==> src/verilog/gpio_pkg.sv <==
package gpio_pkg;

    localparam int NUM_BANKS    = 4;
    localparam int GPIO_WIDTH   = 12;
    localparam int BANK_SEL_LSB = 12;    // 4 KB window per bank
    localparam int NUM_REGS     = 6;

    typedef logic [GPIO_WIDTH-1:0] gpio_vec_t;
    typedef logic [31:0]           apb_addr_t;
    typedef logic [31:0]           apb_data_t;
    typedef logic [9:0]            reg_idx_t;    // paddr[11:2]
    typedef logic [3:0]            bank_idx_t;   // paddr[15:12], wide enough to see bad banks
    typedef logic [NUM_BANKS-1:0]  bank_mask_t;

    // register word offsets within a bank
    localparam reg_idx_t REG_INPUT_VAL  = 10'd0;
    localparam reg_idx_t REG_INPUT_EN   = 10'd1;
    localparam reg_idx_t REG_OUTPUT_EN  = 10'd2;
    localparam reg_idx_t REG_OUTPUT_VAL = 10'd3;
    localparam reg_idx_t REG_IE         = 10'd4;
    localparam reg_idx_t REG_IP         = 10'd5;

    typedef enum logic [1:0] {
        DEC_IDLE,
        DEC_ACCESS,
        DEC_DONE
    } dec_state_t;

endpackage

==> src/verilog/apb_req_decoder.sv <==
`timescale 1ns/1ps

module apb_req_decoder (
    input  logic                  i_clk,
    input  logic                  i_nrst,
    input  logic                  i_psel,
    input  logic                  i_penable,
    input  logic                  i_pwrite,
    input  gpio_pkg::apb_addr_t   i_paddr,
    input  gpio_pkg::apb_data_t   i_pwdata,
    output gpio_pkg::bank_mask_t  o_req_sel,
    output gpio_pkg::reg_idx_t    o_req_reg,
    output logic                  o_req_write,
    output gpio_pkg::apb_data_t   o_req_wdata,
    output logic                  o_dec_err_valid
);
    import gpio_pkg::*;

    dec_state_t r_state;
    logic       r_bad_bank;     // transfer aimed at a bank that does not exist
    logic       w_setup;
    bank_idx_t  w_bank;
    reg_idx_t   w_reg;

    assign w_setup = i_psel && !i_penable && (r_state == DEC_IDLE);
    assign w_bank  = i_paddr[BANK_SEL_LSB +: $bits(bank_idx_t)];
    assign w_reg   = i_paddr[BANK_SEL_LSB-1:2];

    always_ff @(posedge i_clk or negedge i_nrst) begin
        if (!i_nrst) begin
            r_state         <= DEC_IDLE;
            r_bad_bank      <= 1'b0;
            o_req_sel       <= '0;
            o_dec_err_valid <= 1'b0;
        end else begin
            o_req_sel       <= '0;      // strobe lasts one cycle
            o_dec_err_valid <= 1'b0;
            case (r_state)
                DEC_IDLE: begin
                    if (w_setup) begin
                        r_state    <= DEC_ACCESS;
                        r_bad_bank <= (w_bank >= NUM_BANKS);
                        if (w_bank < NUM_BANKS) begin
                            o_req_sel <= bank_mask_t'(1) << w_bank;
                        end
                    end
                end
                DEC_ACCESS: begin
                    // bank responses register here too, keep the error aligned
                    o_dec_err_valid <= r_bad_bank;
                    r_state         <= DEC_DONE;
                end
                DEC_DONE: begin
                    r_state <= DEC_IDLE;    // pready seen by the master this cycle
                end
                default: begin
                    r_state <= DEC_IDLE;
                end
            endcase
        end
    end

    // request payload, captured with the setup phase
    always_ff @(posedge i_clk) begin
        if (w_setup) begin
            o_req_reg   <= w_reg;
            o_req_write <= i_pwrite;
            o_req_wdata <= i_pwdata;
        end
    end

endmodule

==> src/verilog/gpio_bank.sv <==
`timescale 1ns/1ps

module gpio_bank (
    input  logic                 i_clk,
    input  logic                 i_nrst,
    input  logic                 i_req_valid,
    input  gpio_pkg::reg_idx_t   i_req_reg,
    input  logic                 i_req_write,
    input  gpio_pkg::apb_data_t  i_req_wdata,
    input  gpio_pkg::gpio_vec_t  i_gpio,
    output gpio_pkg::gpio_vec_t  o_gpio,
    output gpio_pkg::gpio_vec_t  o_gpio_dir,    // 1 = input
    output gpio_pkg::gpio_vec_t  o_gpio_oe,
    output gpio_pkg::gpio_vec_t  o_irq_lines,
    output logic                 o_resp_valid,
    output gpio_pkg::apb_data_t  o_resp_rdata,
    output logic                 o_resp_err
);
    import gpio_pkg::*;

    gpio_vec_t r_input_val;
    gpio_vec_t r_input_prev;    // input_val one cycle back, for edge detect
    gpio_vec_t r_input_en;
    gpio_vec_t r_output_en;
    gpio_vec_t r_output_val;
    gpio_vec_t r_ie;
    gpio_vec_t r_ip;

    logic      w_bad_reg;
    logic      w_wr;
    gpio_vec_t w_wdata;
    gpio_vec_t w_rise;
    gpio_vec_t w_ip_clr;
    apb_data_t w_rdata;

    assign w_bad_reg = (i_req_reg >= NUM_REGS);
    assign w_wr      = i_req_valid && i_req_write && !w_bad_reg;
    assign w_wdata   = i_req_wdata[GPIO_WIDTH-1:0];
    assign w_rise    = r_input_val & ~r_input_prev;
    assign w_ip_clr  = (w_wr && i_req_reg == REG_IP) ? w_wdata : '0;   // write 1 to clear

    always_comb begin
        case (i_req_reg)
            REG_INPUT_VAL:  w_rdata = apb_data_t'(r_input_val);
            REG_INPUT_EN:   w_rdata = apb_data_t'(r_input_en);
            REG_OUTPUT_EN:  w_rdata = apb_data_t'(r_output_en);
            REG_OUTPUT_VAL: w_rdata = apb_data_t'(r_output_val);
            REG_IE:         w_rdata = apb_data_t'(r_ie);
            REG_IP:         w_rdata = apb_data_t'(r_ip);
            default:        w_rdata = '0;
        endcase
    end

    always_ff @(posedge i_clk or negedge i_nrst) begin
        if (!i_nrst) begin
            r_input_val  <= '0;
            r_input_prev <= '0;
            r_input_en   <= '1;         // all pins start as inputs
            r_output_en  <= '0;
            r_output_val <= '0;
            r_ie         <= '0;
            r_ip         <= '0;
            o_resp_valid <= 1'b0;
            o_resp_err   <= 1'b0;
        end else begin
            r_input_val  <= i_gpio & r_input_en;
            r_input_prev <= r_input_val;
            r_ip         <= (r_ip & ~w_ip_clr) | w_rise;   // new edge beats the clear
            if (w_wr) begin
                case (i_req_reg)
                    REG_INPUT_EN:   r_input_en   <= w_wdata;
                    REG_OUTPUT_EN:  r_output_en  <= w_wdata;
                    REG_OUTPUT_VAL: r_output_val <= w_wdata;
                    REG_IE:         r_ie         <= w_wdata;
                    default: begin
                        // input_val is read only, ip handled above
                    end
                endcase
            end
            o_resp_valid <= i_req_valid;
            o_resp_err   <= i_req_valid && w_bad_reg;
        end
    end

    // read data only matters while resp_valid is high
    always_ff @(posedge i_clk) begin
        if (i_req_valid) begin
            o_resp_rdata <= w_rdata;
        end
    end

    assign o_gpio      = r_output_val;
    assign o_gpio_dir  = r_input_en;
    assign o_gpio_oe   = r_output_en;
    assign o_irq_lines = r_ie & r_ip;

endmodule

==> src/verilog/gpio_resp_merge.sv <==
`timescale 1ns/1ps

module gpio_resp_merge (
    input  gpio_pkg::bank_mask_t                          i_resp_valid,
    input  gpio_pkg::apb_data_t [gpio_pkg::NUM_BANKS-1:0] i_resp_rdata,
    input  gpio_pkg::bank_mask_t                          i_resp_err,
    input  logic                                          i_dec_err_valid,
    input  gpio_pkg::gpio_vec_t [gpio_pkg::NUM_BANKS-1:0] i_irq_lines,
    output logic                                          o_pready,
    output gpio_pkg::apb_data_t                           o_prdata,
    output logic                                          o_pslverr,
    output gpio_pkg::bank_mask_t                          o_irq
);
    import gpio_pkg::*;

    // decoder error counts as a response of its own
    assign o_pready  = (|i_resp_valid) | i_dec_err_valid;
    assign o_pslverr = (|(i_resp_valid & i_resp_err)) | i_dec_err_valid;

    // at most one bank answers, so OR of gated data is a mux
    always_comb begin
        o_prdata = '0;
        for (int k = 0; k < NUM_BANKS; k++) begin
            if (i_resp_valid[k]) begin
                o_prdata = o_prdata | i_resp_rdata[k];
            end
        end
    end

    // one interrupt per bank
    always_comb begin
        for (int k = 0; k < NUM_BANKS; k++) begin
            o_irq[k] = |i_irq_lines[k];
        end
    end

endmodule

==> src/verilog/gpio_subsys_top.sv <==
`timescale 1ns/1ps

module gpio_subsys_top (
    input  logic                                          i_clk,
    input  logic                                          i_nrst,
    input  logic                                          i_psel,
    input  logic                                          i_penable,
    input  logic                                          i_pwrite,
    input  gpio_pkg::apb_addr_t                           i_paddr,
    input  gpio_pkg::apb_data_t                           i_pwdata,
    output logic                                          o_pready,
    output gpio_pkg::apb_data_t                           o_prdata,
    output logic                                          o_pslverr,
    input  gpio_pkg::gpio_vec_t [gpio_pkg::NUM_BANKS-1:0] i_gpio,
    output gpio_pkg::gpio_vec_t [gpio_pkg::NUM_BANKS-1:0] o_gpio,
    output gpio_pkg::gpio_vec_t [gpio_pkg::NUM_BANKS-1:0] o_gpio_dir,
    output gpio_pkg::gpio_vec_t [gpio_pkg::NUM_BANKS-1:0] o_gpio_oe,
    output gpio_pkg::bank_mask_t                          o_irq
);
    import gpio_pkg::*;

    bank_mask_t                  w_req_sel;
    reg_idx_t                    w_req_reg;
    logic                        w_req_write;
    apb_data_t                   w_req_wdata;
    logic                        w_dec_err_valid;
    bank_mask_t                  w_resp_valid;
    bank_mask_t                  w_resp_err;
    apb_data_t [NUM_BANKS-1:0]   w_resp_rdata;
    gpio_vec_t [NUM_BANKS-1:0]   w_irq_lines;

    apb_req_decoder u_dec (
        .i_clk           (i_clk),
        .i_nrst          (i_nrst),
        .i_psel          (i_psel),
        .i_penable       (i_penable),
        .i_pwrite        (i_pwrite),
        .i_paddr         (i_paddr),
        .i_pwdata        (i_pwdata),
        .o_req_sel       (w_req_sel),
        .o_req_reg       (w_req_reg),
        .o_req_write     (w_req_write),
        .o_req_wdata     (w_req_wdata),
        .o_dec_err_valid (w_dec_err_valid)
    );

    for (genvar k = 0; k < NUM_BANKS; k++) begin : g_bank
        gpio_bank u_bank (
            .i_clk        (i_clk),
            .i_nrst       (i_nrst),
            .i_req_valid  (w_req_sel[k]),   // own select bit only
            .i_req_reg    (w_req_reg),
            .i_req_write  (w_req_write),
            .i_req_wdata  (w_req_wdata),
            .i_gpio       (i_gpio[k]),
            .o_gpio       (o_gpio[k]),
            .o_gpio_dir   (o_gpio_dir[k]),
            .o_gpio_oe    (o_gpio_oe[k]),
            .o_irq_lines  (w_irq_lines[k]),
            .o_resp_valid (w_resp_valid[k]),
            .o_resp_rdata (w_resp_rdata[k]),
            .o_resp_err   (w_resp_err[k])
        );
    end

    gpio_resp_merge u_merge (
        .i_resp_valid    (w_resp_valid),
        .i_resp_rdata    (w_resp_rdata),
        .i_resp_err      (w_resp_err),
        .i_dec_err_valid (w_dec_err_valid),
        .i_irq_lines     (w_irq_lines),
        .o_pready        (o_pready),
        .o_prdata        (o_prdata),
        .o_pslverr       (o_pslverr),
        .o_irq           (o_irq)
    );

endmodule

==> config.mk <==
export PLATFORM = sky130hd
export DESIGN_NAME = gpio_subsys_top
export DESIGN_NICKNAME = d
export VERILOG_FILES = /design/src/verilog/gpio_pkg.sv /design/src/verilog/apb_req_decoder.sv /design/src/verilog/gpio_bank.sv /design/src/verilog/gpio_resp_merge.sv /design/src/verilog/gpio_subsys_top.sv
export SDC_FILE = /design/constraint.sdc
export NUM_CORES = 1
export LEC_CHECK = 0
export BUFFER_PORTS_ARGS = -buffer_cell sky130_fd_sc_hd__buf_2
export CAP_MARGIN = 15
export CORE_ASPECT_RATIO = 0.5
export CORE_MARGIN = 4
export CORE_UTILIZATION = 50
export CTS_CLUSTER_DIAMETER = 100
export CTS_CLUSTER_SIZE = 16
export DETAILED_ROUTE_END_ITERATION = 8
export PLACE_DENSITY = 0.72
export SLEW_MARGIN = 10
export SYNTH_ARGS = -nofsm -noshare
export SYNTH_HDL_FRONTEND = slang
export SYNTH_SLANG_ARGS = --single-unit
==> constraint.sdc <==
create_clock -name i_clk -period 10.4 [get_ports i_clk]
set_input_delay 0.52 -clock i_clk [delete_from_list [all_inputs] [get_ports i_clk]]
set_output_delay 0.52 -clock i_clk [all_outputs]
set_load 0.02 [all_outputs]
==> results.cfg, run 1 <==
[synth]
ys.flop_type = dfrtp_1
yosysSeqAreaShare = 0.613
yosysTopAreaCell = dfrtp_1
synth_edf_count = 71
netlist.area_leader.share = 0.424
synth_area_leaders = dfrtp_1, edfxtp_1, mux2_2
ys_warn_count = 0
synth_cells = 1346
synth_seq_cells = 423
synth-async-reset-ratio = 0.832
yosys.cell_types.count = 44
avgSynthCellArea_um2 = 13.3
synthesis.area_um2 = 18000

[sta]
hold_violations = 0
hold_slack_ns = 0.0234
max_slew.worst_pin.slew_ns = 1.21
clock.fmax_ghz = 0.283
finalSetupViolations = 0
period_needed_ns = 3.54
fin_skew_ns = 0.0138
slew_viol_final = 0
maxSlewHeadroom = 0.194
rsz0062_at_grt = no
tns_ns = 0
finalCritPeriodShare = 0.340

[clock_network]
path_clk_slew_ns = 0.08
h-tree-depth = 1
root_buffer = clkbuf_16
post-cts-setup-buffer-count = 0
clock_latency_ns = 0.58
clock_sinks = 423
postCtsHoldBufs = 0
cts.path.max_buffers = 3
cts_tree = done
cts_resized = 0
numCtsBuffers = 30

[detailed_routing]
viasPerCell = 6.12
route.detailed.drc = 0
routedWlPerCell_um = 27.1
drtIter0Drc = 1254
ant_nets = 0
dr.pass1.iters = 6
routed-via-count = 12600
wirelength_mm = 55.6

[global_route]
antenna_found_initial = 1
overflow = 0
grt_start_max_net_pins = 178
grt_pass1_wl_mm = 83.3
grt_usage = 0.278
grt_pass1_vias = 13100

[placement]
placed_cells = 1997
hpwl_mm = 37.0
gp_congestion = 0.914
io_buffers = 240
dpl_cell_area_um2 = 19500

[critical_path]
cp-start-kind = flip-flop
crit_path_end_kind = flip-flop
critPathMaxFanout = 66
arrival_ns = 4.04
critical_path_class = reg2reg
rrSetupSlack_ns = 6.86
crit_required_ns = 10.90

[finish]
antenna_cells = 0
fillers = 2847
seq_area_um2 = 11000
instances_no_fill = 2053
layout-drive-gt1-share = 0.348
nets = 1671
multi_input_area_um2 = 6340
postLayoutCellArea_um2 = 20400
syn_to_final_growth_pct = 13.5
utilization = 0.583

[run]
cap_violations = 0

[floorplan]
dieArea_um2 = 39200
coreArea_um2 = 35000
io_pins = 299
die_y_um = 142
start_util = 0.514
die_w_um = 276
rows = 48

[power_and_ir_drop]
power_frac_comb = 0.037
ir_drop_mv = 0.123
power_density_nw_per_um2 = 144
intPower_uw = 2280
switchingPower_uw = 665
power_frac_seq = 0.579
power.share.clock = 0.383
p_leak_uw = 0.00971
switching_share = 0.226

[worst_hold_path]
hp-class = in2async

[run_status]
status = completed
-- final timing paths --
check	startpoint	endpoint	cells after the start
max	u_dec.o_req_reg[0]$_DFFE_PP_	g_bank[0].u_bank.o_gpio_dir[7]$_DFFE_PN1P_	4
min in group i_clk	i_pwdata[8]	u_dec.o_req_wdata[8]$_DFFE_PP_	1
max in group asynchronous	i_nrst	g_bank[0].u_bank.o_gpio[10]$_DFFE_PN0P_	2
min	i_nrst	u_dec.o_req_sel[0]$_DFF_PN0_	1
max reg2reg	u_dec.o_req_reg[0]$_DFFE_PP_	g_bank[0].u_bank.o_gpio_dir[7]$_DFFE_PN1P_	4
min reg2reg	g_bank[1].u_bank.r_input_val[3]$_DFF_PN0_	g_bank[1].u_bank.r_input_prev[3]$_DFF_PN0_	0
-- critical path, cell delays in order, from the launching register on --
cell	delay (ns)
edfxtp_1	0.33
buf_4	0.88
nor4b_2	0.74
nand3_1	0.92
mux2_2	0.58
-- metrics by stage --
step                setup slack (ns)  total power (µW)
floorplan                       6.47              1780
global placement                7.01              1840
detailed placement              6.96              1850
CTS                             6.91              2950
global route                    6.79              3040
finish                          6.86              2940
-- metal layers --
layer,wire length [µm],track usage,share of wire,up-vias
met5,17,0,0.00031,-
met4,1700,0.0805,0.031,2
met3,4750,0.0670,0.085,120
met2,26200,0.451,0.47,626
met1,22900,0.382,0.41,6542
li1,-,-,-,5276
-- cell usage in the layout (no fill, tap or decap), types with 30 or more instances in the layout --
| cell type | synthesis | final |
|---|---|---|
| inv_1 | 50 | 50 |
| edfxtp_1 | 71 | 71 |
| mux2_2 | 162 | 162 |
| and2_1 | 53 | 53 |
| buf_2 | 21 | 239 |
| mux2i_1 | 96 | 96 |
| dfrtp_1 | 304 | 304 |
| nand2_1 | 109 | 109 |
| nor2_1 | 31 | 30 |
| dfstp_2 | 48 | 48 |
| o21ai_0 | 52 | 52 |
| mux2_4 | 30 | 30 |
| clkbuf_16 | 0 | 31 |
-- final cells by class --
class                      count  area share
inverter                      50     0.00921
clock buffer                  55      0.0425
timing repair buffer         261      0.0678
sequential                   423       0.540
clock inverter                 1    0.000553
multi-input combinational    788       0.311
tap                          475      0.0292
-- synthesized netlist by cell type, types with 4 or more instances --
master,instances
dfrtp_1,304
mux2_2,162
nand2_1,109
mux2i_1,96
edfxtp_1,71
and2_1,53
o21ai_0,52
inv_1,50
dfstp_2,48
clkbuf_1,40
nor2_1,31
mux2_4,30
a221o_1,24
a22oi_1,24
o221ai_1,24
o22a_1,24
o22ai_1,24
o41ai_1,24
buf_2,21
buf_4,21
o21ai_1,21
buf_1,18
a221oi_1,12
a22o_1,12
nand3_1,8
and3_1,5
nand2b_1,5
buf_6,4
nor3b_1,4
-- power groups by stage --
stage | registers (µW) | logic, µW | clock network [µW]
after floorplan | 1730 | 49.5 | 0
after global placement | 1740 | 107 | 0
after detailed placement | 1740 | 109 | 0
after CTS | 1700 | 110 | 1140
after global routing | 1700 | 118 | 1210
final | 1700 | 110 | 1130
-- cells by family (layout without fill, tap and decap cells) --
logic type,count (synthesis),after routing,synth area share
simple gates,237,237,0.0675
buf+inv,154,367,0.0397
flops,423,423,0.613
mux,288,288,0.180
compound gates,243,243,0.0998
other cells,1,20,0.000209
(Power assumes the default switching activity.)
==> run 2: changes to the inputs <==
==> constraint.sdc (replaced) <==
create_clock -name i_clk -period 3.7 [get_ports i_clk]
set_input_delay 0.185 -clock i_clk [delete_from_list [all_inputs] [get_ports i_clk]]
set_output_delay 0.185 -clock i_clk [all_outputs]
set_load 0.02 [all_outputs]
==> run 2 against run 1 <==
Global-route usage rose by 0.55 points. Sequential power grew to 2.8 times the previous value. Routed wire length rose by 1.8%. Final cell count up 4.9%. Hold slack better by 0.26 ns. Count of clock-buffer cells in the layout down 1. Cell area rose by 5.0%. Non-clock buffer count up 101. Critical path depth grew 2. Sequential share of layout area shrank 2.6 points. Worst setup slack worse by 6.1 ns.
==> results.cfg, run 2 (synthesized netlist as in run 1, its figures left out) <==
[finish]
layout_commonest_cell = dfrtp_1
final_cell_mix = dfrtp_1, buf_2, mux2_2
layout-drive-gt1-share = 0.340
antenna_cells = 0
nets = 1772
syn_to_final_growth_pct = 19.1

[clock_network]
clock_latency_ns = 0.58
clock_sinks = 423
h-tree-depth = 1
numCtsBuffers = 30
root_buffer = clkbuf_16
cts.path.max_buffers = 3
path_clk_slew_ns = 0.08
cts_resized = 0
cts_tree = done

[global_route]
grt_start_max_net_pins = 123
grt_pass1_vias = 13500
grt_pass1_wl_mm = 84.6
grt_usage = 0.284
overflow = 0
antenna_found_initial = 3

[power_and_ir_drop]
p_leak_uw = 0.0102
power_frac_seq = 0.571
ir_drop_mv = 0.302
switchingPower_uw = 1910
power_frac_comb = 0.048
power_density_nw_per_um2 = 391
intPower_uw = 6460
fin_total_pwr_uw = 8370
switching_share = 0.228
power.share.clock = 0.381

[detailed_routing]
routedWlPerCell_um = 26.3
viasPerCell = 6.05
route.detailed.drc = 0
ant_nets = 0
dr.pass1.iters = 7
wirelength_mm = 56.7
routed-via-count = 13000
drtIter0Drc = 1428

[critical_path]
critical_path_class = reg2reg
cp-start-kind = flip-flop
arrival_ns = 3.37
critPathMaxFanout = 23
crit_required_ns = 4.16
crit_path_end_kind = flip-flop

[sta]
max_slew.worst_pin.slew_ns = 1.07
tns_ns = 0
hold_violations = 0
finalCritPeriodShare = 0.786
finalSetupViolations = 0
rsz0062_at_grt = no
clock.fmax_ghz = 0.344
period_needed_ns = 2.91
fin_skew_ns = 0.0125
slew_viol_final = 0
maxSlewHeadroom = 0.290

[placement]
gp_congestion = 0.929
io_buffers = 240
hpwl_mm = 38.2

[floorplan]
rows = 48
coreArea_um2 = 35000
die_w_um = 276
die_y_um = 142
dieArea_um2 = 39200
start_util = 0.514
io_pins = 299

[run]
cap_violations = 0

[worst_hold_path]
hp-class = in2reg

[run_status]
status = completed
run 2: cell types whose count changed in the layout (fill, tap and decap cells not counted), sizes merged:
cell,change
dlygate4sd3,+80
clkbuf,-1
buf,+21
run 2: power by group through the flow:
| stage | Sequential, µW | Combinational [µW] | Clock, µW |
|---|---|---|---|
| after global routing | 4780 | 431 | 3370 |
| after global placement | 4870 | 327 | 0 |
| after floorplan | 4860 | 139 | 0 |
| final | 4780 | 402 | 3190 |
| after CTS | 4780 | 400 | 3200 |
| after detailed placement | 4870 | 335 | 0 |
run 2: final timing paths:
kind / endpoint / slack (ns) / from / cells after the start
setup / recovery: g_bank[2].u_bank.o_gpio[7]$_DFFE_PN0P_ / 0.79 / u_dec.o_req_reg[7]$_DFFE_PP_ / 6
hold / removal: u_dec.o_req_write$_DFFE_PP_ / 0.28 / i_psel / 3
setup reg to reg: g_bank[2].u_bank.o_gpio[7]$_DFFE_PN0P_ / 0.79 / u_dec.o_req_reg[7]$_DFFE_PP_ / 6
hold reg to reg: g_bank[3].u_bank.r_input_prev[8]$_DFF_PN0_ / 0.40 / g_bank[3].u_bank.r_input_val[8]$_DFF_PN0_ / 0
max in group asynchronous: g_bank[2].u_bank.o_gpio_dir[2]$_DFFE_PN1P_ / 2.31 / i_nrst / 3
min in group asynchronous: g_bank[1].u_bank.r_input_prev[1]$_DFF_PN0_ / 0.31 / i_nrst / 2
run 2: repair_timing:
action,in CTS,in global routing
endpoints found under the hold margin,176,0
setup buffers,0,0
hold buffers,80,0
run 2: cell type report:
cell class,count,area [µm²]
fill,2745,13600
sequential,423,11000
multi-input combinational,788,6350
timing repair buffer,362,2390
clock buffer,54,862
tap,475,594
inverter,50,188
clock inverter,1,11.3
run 2: critical path, stage by stage, from the launching register on:
cell	delay (ns)
edfxtp_1	0.44
nor4_4	0.31
buf_4	0.22
nand4_1	0.37
buf_4	0.41
nand2b_1	0.56
mux2_2	0.45
run 2: metrics by stage:
stage / utilization / area [µm²] / hold WS, ns / std cells / setup WS, ns
floorplan: - / 18000 / -0.111 / 1365 / 1.20
global placement: 0.564 / 19700 / 0.354 / 2018 / 0.958
detailed placement: 0.564 / 19700 / 0.364 / 2018 / 0.873
CTS: 0.612 / 21400 / 0.256 / 2153 / 0.844
global route: 0.612 / 21400 / 0.268 / 2153 / 0.733
finish: 0.612 / 21400 / 0.281 / 2153 / 0.792
run 2: routing by layer:
| metal | global-route usage | share of wire |
|---|---|---|
| met5 | 0 | 0.00048 |
| met4 | 0.0821 | 0.032 |
| met3 | 0.0762 | 0.10 |
| met2 | 0.460 | 0.47 |
| met1 | 0.384 | 0.40 |
